**config.mk**
```make
export PLATFORM = sky130hd
export DESIGN_NAME = vectorDisplay
export DESIGN_NICKNAME = d
export VERILOG_FILES = /design/src/design/vecPkg.sv /design/src/design/wbMapPkg.sv /design/src/design/lineQueue.sv /design/src/design/lineRaster.sv /design/src/design/vectorDisplay.sv /design/src/design/vectorGen.sv /design/src/design/vectorRam.sv /design/src/design/wbRegs.sv
export SDC_FILE = /design/constraint.sdc
export NUM_CORES = 2
export LEC_CHECK = 0
export BUFFER_PORTS_ARGS = -buffer_cell sky130_fd_sc_hd__buf_2
export CAP_MARGIN = 25
export CORE_ASPECT_RATIO = 0.5
export CORE_MARGIN = 2
export CORE_UTILIZATION = 57
export CTS_CLUSTER_SIZE = 14
export DETAILED_ROUTE_END_ITERATION = 16
export PLACE_DENSITY_LB_ADDON = 0.08
export SKIP_LAST_GASP = 1
export SLEW_MARGIN = 20
export SYNTH_ARGS = -nofsm -noshare
export SYNTH_HDL_FRONTEND = slang
export SYNTH_HIERARCHICAL = 1
export SYNTH_MEMORY_MAX_BITS = 65536
export SYNTH_SLANG_ARGS = --single-unit
```
**constraint.sdc**
```tcl
create_clock -name clk -period 4.85 [get_ports clk]
set_input_delay 0.2425 -clock clk [delete_from_list [all_inputs] [get_ports clk]]
set_output_delay 0.2425 -clock clk [all_outputs]
set_load 0.005 [all_outputs]
```
**src/design/vecPkg.sv**
```systemverilog
package vecPkg;

  //////////////////////////////////////////////////
  // Screen geometry
  //////////////////////////////////////////////////

  // 128 x 128 screen
  localparam int COORD_BITS = 7;

  // Beam brightness where zero turns the beam off
  localparam int INTENSITY_BITS = 4;

  //////////////////////////////////////////////////
  // Instruction word layout
  //////////////////////////////////////////////////

  localparam int INSTR_BITS = 16;

  // Opcode in the top two bits
  localparam int OP_HI = 15;
  localparam int OP_LO = 14;

  // Target coordinate for MOVE and DRAW
  localparam int X_HI = 13;
  localparam int X_LO = 7;
  localparam int Y_HI = 6;
  localparam int Y_LO = 0;

  // SETI takes its value from the low INTENSITY_BITS bits
  typedef enum logic [1:0] {
    MOVE = 2'b00,
    DRAW = 2'b01,
    SETI = 2'b10,
    HALT = 2'b11
  } vecOp;

endpackage

```
**src/design/wbMapPkg.sv**
```systemverilog
package wbMapPkg;

  // Word address width of the host bus
  localparam int ADDR_BITS = 9;

  // Everything below CTRL_ADDR is the vector RAM window
  localparam logic [ADDR_BITS-1:0] CTRL_ADDR = 9'h100;
  localparam logic [ADDR_BITS-1:0] STATUS_ADDR = 9'h101;

  // Write-only control register bits
  localparam int GO_BIT = 0;
  localparam int CLR_BIT = 1;

  // Read-only status register bits
  localparam int HALT_BIT = 0;
  localparam int EMPTY_BIT = 1;

endpackage

```
**src/design/lineQueue.sv**
```systemverilog
`timescale 1ns/100ps

module lineQueue #(
  parameter int QUEUE_DEPTH = 4
) (
  input  logic                              clk,
  input  logic                              rst,
  input  logic                              push,
  input  logic [vecPkg::COORD_BITS-1:0]     pushStartX,
  input  logic [vecPkg::COORD_BITS-1:0]     pushStartY,
  input  logic [vecPkg::COORD_BITS-1:0]     pushEndX,
  input  logic [vecPkg::COORD_BITS-1:0]     pushEndY,
  input  logic [vecPkg::INTENSITY_BITS-1:0] pushIntensity,
  input  logic                              pop,
  output logic [vecPkg::COORD_BITS-1:0]     headStartX,
  output logic [vecPkg::COORD_BITS-1:0]     headStartY,
  output logic [vecPkg::COORD_BITS-1:0]     headEndX,
  output logic [vecPkg::COORD_BITS-1:0]     headEndY,
  output logic [vecPkg::INTENSITY_BITS-1:0] headIntensity,
  output logic                              full,
  output logic                              empty
);

  localparam int REC_BITS = 4 * vecPkg::COORD_BITS + vecPkg::INTENSITY_BITS;
  localparam int PTR_BITS = (QUEUE_DEPTH > 1) ? $clog2(QUEUE_DEPTH) : 1;
  localparam int CNT_BITS = $clog2(QUEUE_DEPTH + 1);
  localparam logic [PTR_BITS-1:0] LAST = PTR_BITS'(QUEUE_DEPTH - 1);

  logic [REC_BITS-1:0] mem [QUEUE_DEPTH];
  logic [PTR_BITS-1:0] wrPtr;
  logic [PTR_BITS-1:0] rdPtr;
  logic [CNT_BITS-1:0] count;
  logic doPush;
  logic doPop;

  assign doPush = push && !full;
  assign doPop = pop && !empty;

  // Record storage
  always_ff @(posedge clk) begin
    if (doPush) begin
      mem[wrPtr] <= {pushStartX, pushStartY, pushEndX, pushEndY, pushIntensity};
    end
  end

  assign {headStartX, headStartY, headEndX, headEndY, headIntensity} = mem[rdPtr];

  // Pointers wrap at QUEUE_DEPTH
  always_ff @(posedge clk) begin
    if (rst) begin
      wrPtr <= '0;
      rdPtr <= '0;
      count <= '0;
    end else begin
      if (doPush) begin
        wrPtr <= (wrPtr == LAST) ? '0 : wrPtr + 1'b1;
      end
      if (doPop) begin
        rdPtr <= (rdPtr == LAST) ? '0 : rdPtr + 1'b1;
      end
      if (doPush && !doPop) begin
        count <= count + 1'b1;
      end else if (doPop && !doPush) begin
        count <= count - 1'b1;
      end
    end
  end

  assign full = (count == CNT_BITS'(QUEUE_DEPTH));
  assign empty = (count == '0);

endmodule

```
**src/design/lineRaster.sv**
```systemverilog
`timescale 1ns/100ps

module lineRaster (
  input  logic                              clk,
  input  logic                              rst,
  input  logic [vecPkg::COORD_BITS-1:0]     headStartX,
  input  logic [vecPkg::COORD_BITS-1:0]     headStartY,
  input  logic [vecPkg::COORD_BITS-1:0]     headEndX,
  input  logic [vecPkg::COORD_BITS-1:0]     headEndY,
  input  logic [vecPkg::INTENSITY_BITS-1:0] headIntensity,
  input  logic                              empty,
  input  logic                              pixelReady,
  output logic                              pop,
  output logic                              pixelValid,
  output logic [vecPkg::COORD_BITS-1:0]     pixelX,
  output logic [vecPkg::COORD_BITS-1:0]     pixelY,
  output logic [vecPkg::INTENSITY_BITS-1:0] pixelIntensity
);

  // Wide enough for twice the error plus sign
  localparam int ERR_BITS = vecPkg::COORD_BITS + 3;

  typedef enum logic {
    IDLE,
    STEP
  } rasterState;

  rasterState state;
  logic [vecPkg::COORD_BITS-1:0] dx;
  logic [vecPkg::COORD_BITS-1:0] dy;
  logic [vecPkg::COORD_BITS-1:0] dMaj;
  logic [vecPkg::COORD_BITS-1:0] dMin;
  logic [vecPkg::COORD_BITS-1:0] remain;
  logic xMajor;
  logic xDec;
  logic yDec;
  logic signed [ERR_BITS-1:0] err;
  logic signed [ERR_BITS-1:0] errNext;
  logic signed [ERR_BITS-1:0] dMajS;
  logic signed [ERR_BITS-1:0] dMinS;
  logic minorStep;
  logic stepX;
  logic stepY;

  //////////////////////////////////////////////////
  // Line setup from the queue head
  //////////////////////////////////////////////////

  assign dx = (headEndX >= headStartX) ? headEndX - headStartX : headStartX - headEndX;
  assign dy = (headEndY >= headStartY) ? headEndY - headStartY : headStartY - headEndY;

  // Take a new line only when idle
  assign pop = (state == IDLE) && !empty;

  //////////////////////////////////////////////////
  // Bresenham step
  //////////////////////////////////////////////////

  assign dMajS = $signed({{(ERR_BITS - vecPkg::COORD_BITS){1'b0}}, dMaj});
  assign dMinS = $signed({{(ERR_BITS - vecPkg::COORD_BITS){1'b0}}, dMin});
  assign errNext = err + dMinS;
  assign minorStep = (errNext + errNext) >= dMajS;

  // Major axis moves every pixel
  assign stepX = xMajor || minorStep;
  assign stepY = !xMajor || minorStep;

  assign pixelValid = (state == STEP);

  always_ff @(posedge clk) begin
    if (rst) begin
      state <= IDLE;
    end else begin
      case (state)
        IDLE: begin
          if (pop) begin
            state <= STEP;
          end
        end
        default: begin
          // Endpoint transferred
          if (pixelReady && (remain == '0)) begin
            state <= IDLE;
          end
        end
      endcase
    end
  end

  // Datapath loads on pop and advances on each transfer
  always_ff @(posedge clk) begin
    if (pop) begin
      pixelX <= headStartX;
      pixelY <= headStartY;
      pixelIntensity <= headIntensity;
      xMajor <= (dx >= dy);
      dMaj <= (dx >= dy) ? dx : dy;
      dMin <= (dx >= dy) ? dy : dx;
      remain <= (dx >= dy) ? dx : dy;
      xDec <= headEndX < headStartX;
      yDec <= headEndY < headStartY;
      err <= '0;
    end else if (pixelValid && pixelReady && (remain != '0)) begin
      remain <= remain - 1'b1;
      err <= minorStep ? errNext - dMajS : errNext;
      if (stepX) begin
        pixelX <= xDec ? pixelX - 1'b1 : pixelX + 1'b1;
      end
      if (stepY) begin
        pixelY <= yDec ? pixelY - 1'b1 : pixelY + 1'b1;
      end
    end
  end

endmodule

```
**src/design/vectorDisplay.sv**
```systemverilog
`timescale 1ns/100ps

module vectorDisplay #(
  parameter int RAM_ADDR_BITS = 8,
  parameter int QUEUE_DEPTH = 4
) (
  input  logic                              clk,
  input  logic                              rst,
  input  logic                              cyc,
  input  logic                              stb,
  input  logic                              we,
  input  logic [wbMapPkg::ADDR_BITS-1:0]    adr,
  input  logic [vecPkg::INSTR_BITS-1:0]     datW,
  output logic [vecPkg::INSTR_BITS-1:0]     datR,
  output logic                              ack,
  input  logic                              pixelReady,
  output logic                              pixelValid,
  output logic [vecPkg::COORD_BITS-1:0]     pixelX,
  output logic [vecPkg::COORD_BITS-1:0]     pixelY,
  output logic [vecPkg::INTENSITY_BITS-1:0] pixelIntensity
);

  logic ramWe;
  logic [RAM_ADDR_BITS-1:0] ramAddr;
  logic [vecPkg::INSTR_BITS-1:0] ramData;
  logic genGo;
  logic genClr;
  logic halted;
  logic [RAM_ADDR_BITS-1:0] pc;
  logic [vecPkg::INSTR_BITS-1:0] instr;

  // Generator to queue
  logic push;
  logic full;
  logic [vecPkg::COORD_BITS-1:0] startX;
  logic [vecPkg::COORD_BITS-1:0] startY;
  logic [vecPkg::COORD_BITS-1:0] endX;
  logic [vecPkg::COORD_BITS-1:0] endY;
  logic [vecPkg::INTENSITY_BITS-1:0] intensity;

  // Queue to rasterizer
  logic pop;
  logic empty;
  logic [vecPkg::COORD_BITS-1:0] headStartX;
  logic [vecPkg::COORD_BITS-1:0] headStartY;
  logic [vecPkg::COORD_BITS-1:0] headEndX;
  logic [vecPkg::COORD_BITS-1:0] headEndY;
  logic [vecPkg::INTENSITY_BITS-1:0] headIntensity;

  wbRegs #(.RAM_ADDR_BITS(RAM_ADDR_BITS)) regs (
    .clk(clk), .rst(rst), .cyc(cyc), .stb(stb), .we(we), .adr(adr),
    .datW(datW), .datR(datR), .ack(ack), .halted(halted), .empty(empty),
    .ramWe(ramWe), .ramAddr(ramAddr), .ramData(ramData),
    .genGo(genGo), .genClr(genClr)
  );

  vectorRam #(.RAM_ADDR_BITS(RAM_ADDR_BITS)) vram (
    .clk(clk), .ramWe(ramWe), .ramAddr(ramAddr), .ramData(ramData),
    .pc(pc), .instr(instr)
  );

  vectorGen #(.RAM_ADDR_BITS(RAM_ADDR_BITS)) gen (
    .clk(clk), .rst(rst), .genGo(genGo), .genClr(genClr), .instr(instr),
    .full(full), .pc(pc), .halted(halted), .push(push),
    .startX(startX), .startY(startY), .endX(endX), .endY(endY),
    .intensity(intensity)
  );

  lineQueue #(.QUEUE_DEPTH(QUEUE_DEPTH)) queue (
    .clk(clk), .rst(rst), .push(push),
    .pushStartX(startX), .pushStartY(startY), .pushEndX(endX), .pushEndY(endY),
    .pushIntensity(intensity), .pop(pop),
    .headStartX(headStartX), .headStartY(headStartY), .headEndX(headEndX),
    .headEndY(headEndY), .headIntensity(headIntensity), .full(full), .empty(empty)
  );

  lineRaster raster (
    .clk(clk), .rst(rst),
    .headStartX(headStartX), .headStartY(headStartY), .headEndX(headEndX),
    .headEndY(headEndY), .headIntensity(headIntensity), .empty(empty),
    .pixelReady(pixelReady), .pop(pop), .pixelValid(pixelValid),
    .pixelX(pixelX), .pixelY(pixelY), .pixelIntensity(pixelIntensity)
  );

endmodule

```
**src/design/vectorGen.sv**
```systemverilog
`timescale 1ns/100ps

module vectorGen #(
  parameter int RAM_ADDR_BITS = 8
) (
  input  logic                              clk,
  input  logic                              rst,
  input  logic                              genGo,
  input  logic                              genClr,
  input  logic [vecPkg::INSTR_BITS-1:0]     instr,
  input  logic                              full,
  output logic [RAM_ADDR_BITS-1:0]          pc,
  output logic                              halted,
  output logic                              push,
  output logic [vecPkg::COORD_BITS-1:0]     startX,
  output logic [vecPkg::COORD_BITS-1:0]     startY,
  output logic [vecPkg::COORD_BITS-1:0]     endX,
  output logic [vecPkg::COORD_BITS-1:0]     endY,
  output logic [vecPkg::INTENSITY_BITS-1:0] intensity
);

  typedef enum logic [1:0] {
    IDLE,
    FETCH,
    DECODE,
    WAIT_Q
  } genState;

  genState state;
  vecPkg::vecOp op;
  logic [vecPkg::COORD_BITS-1:0] beamX;
  logic [vecPkg::COORD_BITS-1:0] beamY;
  logic [vecPkg::COORD_BITS-1:0] instrX;
  logic [vecPkg::COORD_BITS-1:0] instrY;
  logic drawVisible;
  logic drawPending;

  // Instruction fields
  assign op = vecPkg::vecOp'(instr[vecPkg::OP_HI:vecPkg::OP_LO]);
  assign instrX = instr[vecPkg::X_HI:vecPkg::X_LO];
  assign instrY = instr[vecPkg::Y_HI:vecPkg::Y_LO];

  // Dark DRAW only moves the beam and never reaches the queue
  assign drawVisible = (op == vecPkg::DRAW) && (intensity != '0);
  assign drawPending = (state == DECODE) || (state == WAIT_Q);

  //////////////////////////////////////////////////
  // Line record toward the queue
  //////////////////////////////////////////////////

  // A clear in the same cycle cancels the record
  assign push = drawPending && drawVisible && !full && !genClr;
  assign startX = beamX;
  assign startY = beamY;
  assign endX = instrX;
  assign endY = instrY;

  //////////////////////////////////////////////////
  // Fetch and decode
  //////////////////////////////////////////////////

  always_ff @(posedge clk) begin
    if (rst || genClr) begin
      state <= IDLE;
      pc <= '0;
      halted <= 1'b1;
      beamX <= '0;
      beamY <= '0;
      intensity <= '0;
    end else begin
      case (state)
        IDLE: begin
          if (genGo) begin
            pc <= '0;
            halted <= 1'b0;
            state <= FETCH;
          end
        end
        // RAM registers instr during this cycle
        FETCH: state <= DECODE;
        DECODE: begin
          case (op)
            vecPkg::MOVE: begin
              beamX <= instrX;
              beamY <= instrY;
              pc <= pc + 1'b1;
              state <= FETCH;
            end
            vecPkg::DRAW: begin
              if (drawVisible && full) begin
                state <= WAIT_Q;
              end else begin
                beamX <= instrX;
                beamY <= instrY;
                pc <= pc + 1'b1;
                state <= FETCH;
              end
            end
            vecPkg::SETI: begin
              intensity <= instr[vecPkg::INTENSITY_BITS-1:0];
              pc <= pc + 1'b1;
              state <= FETCH;
            end
            default: begin
              halted <= 1'b1;
              state <= IDLE;
            end
          endcase
        end
        // pc is unchanged, so instr still holds the stalled DRAW
        WAIT_Q: begin
          if (!full) begin
            beamX <= instrX;
            beamY <= instrY;
            pc <= pc + 1'b1;
            state <= FETCH;
          end
        end
        default: state <= IDLE;
      endcase
    end
  end

endmodule

```
**src/design/vectorRam.sv**
```systemverilog
`timescale 1ns/100ps

module vectorRam #(
  parameter int RAM_ADDR_BITS = 8
) (
  input  logic                          clk,
  input  logic                          ramWe,
  input  logic [RAM_ADDR_BITS-1:0]      ramAddr,
  input  logic [vecPkg::INSTR_BITS-1:0] ramData,
  input  logic [RAM_ADDR_BITS-1:0]      pc,
  output logic [vecPkg::INSTR_BITS-1:0] instr
);

  logic [vecPkg::INSTR_BITS-1:0] mem [2**RAM_ADDR_BITS];

  // Write-only host port
  always_ff @(posedge clk) begin
    if (ramWe) begin
      mem[ramAddr] <= ramData;
    end
  end

  // Generator port with one cycle of read latency
  always_ff @(posedge clk) begin
    instr <= mem[pc];
  end

endmodule

```
**src/design/wbRegs.sv**
```systemverilog
`timescale 1ns/100ps

module wbRegs #(
  parameter int RAM_ADDR_BITS = 8
) (
  input  logic                              clk,
  input  logic                              rst,
  input  logic                              cyc,
  input  logic                              stb,
  input  logic                              we,
  input  logic [wbMapPkg::ADDR_BITS-1:0]    adr,
  input  logic [vecPkg::INSTR_BITS-1:0]     datW,
  output logic [vecPkg::INSTR_BITS-1:0]     datR,
  output logic                              ack,
  input  logic                              halted,
  input  logic                              empty,
  output logic                              ramWe,
  output logic [RAM_ADDR_BITS-1:0]          ramAddr,
  output logic [vecPkg::INSTR_BITS-1:0]     ramData,
  output logic                              genGo,
  output logic                              genClr
);

  logic req;
  logic inRam;
  logic ctrlWr;

  // New request only while ack is low, so each access is served once
  assign req = cyc && stb && !ack;
  assign inRam = adr < wbMapPkg::CTRL_ADDR;
  assign ctrlWr = req && we && (adr == wbMapPkg::CTRL_ADDR);

  //////////////////////////////////////////////////
  // Write side
  //////////////////////////////////////////////////

  // RAM write lands on the same edge that raises ack
  assign ramWe = req && we && inRam;
  assign ramAddr = adr[RAM_ADDR_BITS-1:0];
  assign ramData = datW;

  // Control bits act as single-cycle strobes
  assign genGo = ctrlWr && datW[wbMapPkg::GO_BIT];
  assign genClr = ctrlWr && datW[wbMapPkg::CLR_BIT];

  //////////////////////////////////////////////////
  // Handshake and read side
  //////////////////////////////////////////////////

  always_ff @(posedge clk) begin
    if (rst) begin
      ack <= 1'b0;
    end else begin
      ack <= req;
    end
  end

  // RAM window reads back as zero
  always_ff @(posedge clk) begin
    if (req && !we) begin
      datR <= '0;
      if (adr == wbMapPkg::STATUS_ADDR) begin
        datR[wbMapPkg::HALT_BIT] <= halted;
        datR[wbMapPkg::EMPTY_BIT] <= empty;
      end
    end
  end

endmodule

```
==> flow_metrics.tcl <==
set metrics [dict create \
    synth_ff_type "edfxtp_1" \
    synth.distinct_cells 96 \
    grt_pass1_vias 83800 \
    tns_ns 0 \
    core-area_um2 299000 \
    crit_path_end_kind "register" \
    synthCells 8356 \
    dr.pass1.iters 6 \
    die_area_um2 304000 \
    drt_wl_total_um 444000 \
    ctsRootBufferMaster "clkbuf_16" \
    dp.final_hpwl_um 270000 \
    track_usage 0.290 \
    synth_compound_area_frac 0.0409 \
    rsz0062_at_grt "yes" \
    mostFrequentLayoutCell "edfxtp_1" \
    cts_buffers 376 \
    finalHoldViolCount 0 \
    start_util 0.571 \
    mostFrequentLayoutCells "4,268 x edfxtp_1, 829 x mux4_2, 592 x mux2i_1" \
    hold_ws_ns 0.0532 \
    yosysWarnings 6 \
    syn2layout_area_growth_pct 11.1 \
    drc 0 \
    dp_cells 12500 \
    peakVddDrop_uv 301 \
    num_io_pins 67 \
    synthArstFlopShare 0 \
    dr.first_iter.drc_count 12500 \
    htreeDepth 5 \
    synth_xor_area_frac 0.00144 \
    p_leak_nw 57.3 \
    gp_congestion 0.869 \
    wl_per_cell_um 33.8 \
    post-route-period-util 0.949 \
    cts_buffer_depth 4 \
    die_x_um 778 \
    total_power_mw 70.6 \
    cts_sinks 4333 \
    grt_overflow_total 0 \
    synthSimpleGateAreaFrac 0.0214 \
    final_core_util 0.635 \
    slew_headroom 0.167 \
    nets 8975 \
    r2r_end "raster/dMaj[3]" \
    stdcell_count 13100 \
    ant_nets 0 \
    setup_violations 0 \
    slew_viol_final 0 \
    avgViaCountPerCell 6.65 \
    synth.top_cell.area_share 0.751 \
    path_max_fanout 12 \
    worstSetupPathType "register to register" \
    synth_edf_count 4268 \
    cts_tree "yes" \
    port_buffers 52 \
    layout_setup_ws_ns 0.245 \
    crit_arrival_ns 5.27 \
    avgSynthCellArea_um2 20.4 \
    ff2ff_setup_slack_ns 0.25 \
    fmax_mhz 217 \
    regArea_um2 129000 \
    yosys.area_share.adder 0.00662 \
    cp-endpoint "raster/dMaj[3]" \
    drv_cap 0 \
    status "finished, final reports clean" \
    synth_top_family_by_area "multiplexers" \
    vias 87300 \
    fin_crit_ns 4.60 \
    yosysTopAreaCell "edfxtp_1" \
    grt_start_max_net_pins 140 \
    synth-seq-area-share 0.758 \
    n_fill_cell 20300 \
    grt_pass1_wl_um 628000 \
    fin_area_um2 190000 \
    cp-start-kind "register" \
    hold_class "input port to register" \
    antenna_found_initial 20 \
    synthMuxAreaShare 0.151 \
    finClkSkew_ns 0.0509 \
    ys_seq_elements 4333 \
    netlist_area_um2 171000 \
    p_per_area_nw_per_um2 372 \
    multi_input_area_um2 38300 \
    clk_pin_slew_worst_paths_ns 0.07 \
    drive_above_1_share 0.241 \
    yosys-top-cells-area "edfxtp_1 75%, mux4_2 11%, mux2i_1 3.5%" \
    die_h_um 391 \
    clock_latency_ns 0.94 \
    tightest_slew_ns 1.25 \
    row_count 142 \
    worstRegToRegCells 17 \
    dpl_worst_slack_ns 0.161 \
    dpl_cell_area_um2 179000 \
    required_ns 5.51 \
]
-- cells in the mapped netlist (43+ instances only) --
cell and instances:
buf_4 81, o22ai_1 149, a21oi_1 247, clkbuf_1 251, nor2_1 352, nor3_1 104
mux4_2 829, nand2_1 81, mux2i_1 592, inv_1 77, o221ai_1 255, ha_1 76
dfxtp_1 65, buf_2 81, mux2_2 102, edfxtp_1 4268, nand3_1 69, buf_6 78
a22oi_1 43, o21ai_0 86
-- kinds of logic after synthesis --
logic type / after synthesis
flip-flops: 4333
other: 1
XOR/XNOR: 28
AO/OA/AOI/OAI: 995
buffers and inverters: 618
adder cells (fa/ha/maj): 85
AND/OR/NAND/NOR: 773
multiplexers: 1523
-- final cells by class --
class / instances / share of cell area
flip-flops and latches: 4333 / 0.682
multi-input cells: 3418 / 0.202
clock buffers: 495 / 0.0531
repair buffers: 651 / 0.0308
well taps: 4032 / 0.0266
clock inverters: 114 / 0.00382
inverters: 79 / 0.00165
diodes: 8 / 0.000105
-- registers in the layout, summed over array words and instances, names as in the netlist, 3 cells and up, named ones only --
signal	cells
vram/mem	4096
queue/mem	128
vram/instr	16
raster/err	9
gen/pc	8
gen/startX	7
gen/startY	7
raster/dMaj	7
raster/dMin	7
raster/pixelX	7
raster/pixelY	7
raster/remain	7
gen/intensity	4
raster/pixelIntensity	4
queue/count	3
-- timing repair --
item | 4_1_cts | 5_1_grt
gates resized for setup | 0 | 8
hold endpoints to repair | 1249 | 0
buffers inserted | 0 | 4
endpoints found under the setup margin | 0 | 14
hold buffers | 25 | 0
-- worst min path at each step --
stage	from	end	slack, ns	depth (start not counted)
after floorplan	rst	raster/pixelValid	0.31	1
after global placement	raster/err[0]	raster/err[0]	0.45	2
after detailed placement	raster/err[0]	raster/err[0]	0.47	2
after CTS	adr[8]	vram/mem[132][4]	0.008	5
after global routing	adr[8]	vram/mem[132][4]	0.04	5
final	adr[8]	vram/mem[132][4]	0.05	5
-- where the power goes --
part	internal [mW]	total [mW]	switching (mW)
registers	41.1	41.1	0.0363
clock network	14.7	27.9	13.2
logic	0.468	1.65	1.18
total	56.3	70.6	14.4
-- critical path, stage by stage, from the launching register on --
cell      delay (ns)
dfxtp_2         0.35
buf_12          0.16
mux4_2          0.53
inv_1           0.12
ha_1            0.29
nor2b_1         0.16
o211ai_1        0.25
a41oi_2         0.23
nor3_2          0.33
mux2_2          0.38
a21oi_1         0.25
ha_1            0.30
a21oi_1         0.15
o21a_1          0.14
o21a_1          0.15
inv_1           0.11
buf_4           0.19
mux2_2          0.27
-- metal layers --
layer	vias to the layer above	wire length (um)	part of all wire	GRT usage
met2	4389	198000	0.45	0.426
met3	555	46500	0.10	0.0639
met1	46500	189000	0.43	0.451
met4	4	10000	0.023	0.0652
met5	-	23	0.000052	0
li1	35800	-	-	-
No activity file was read; power rests on OpenSTA's default activity.
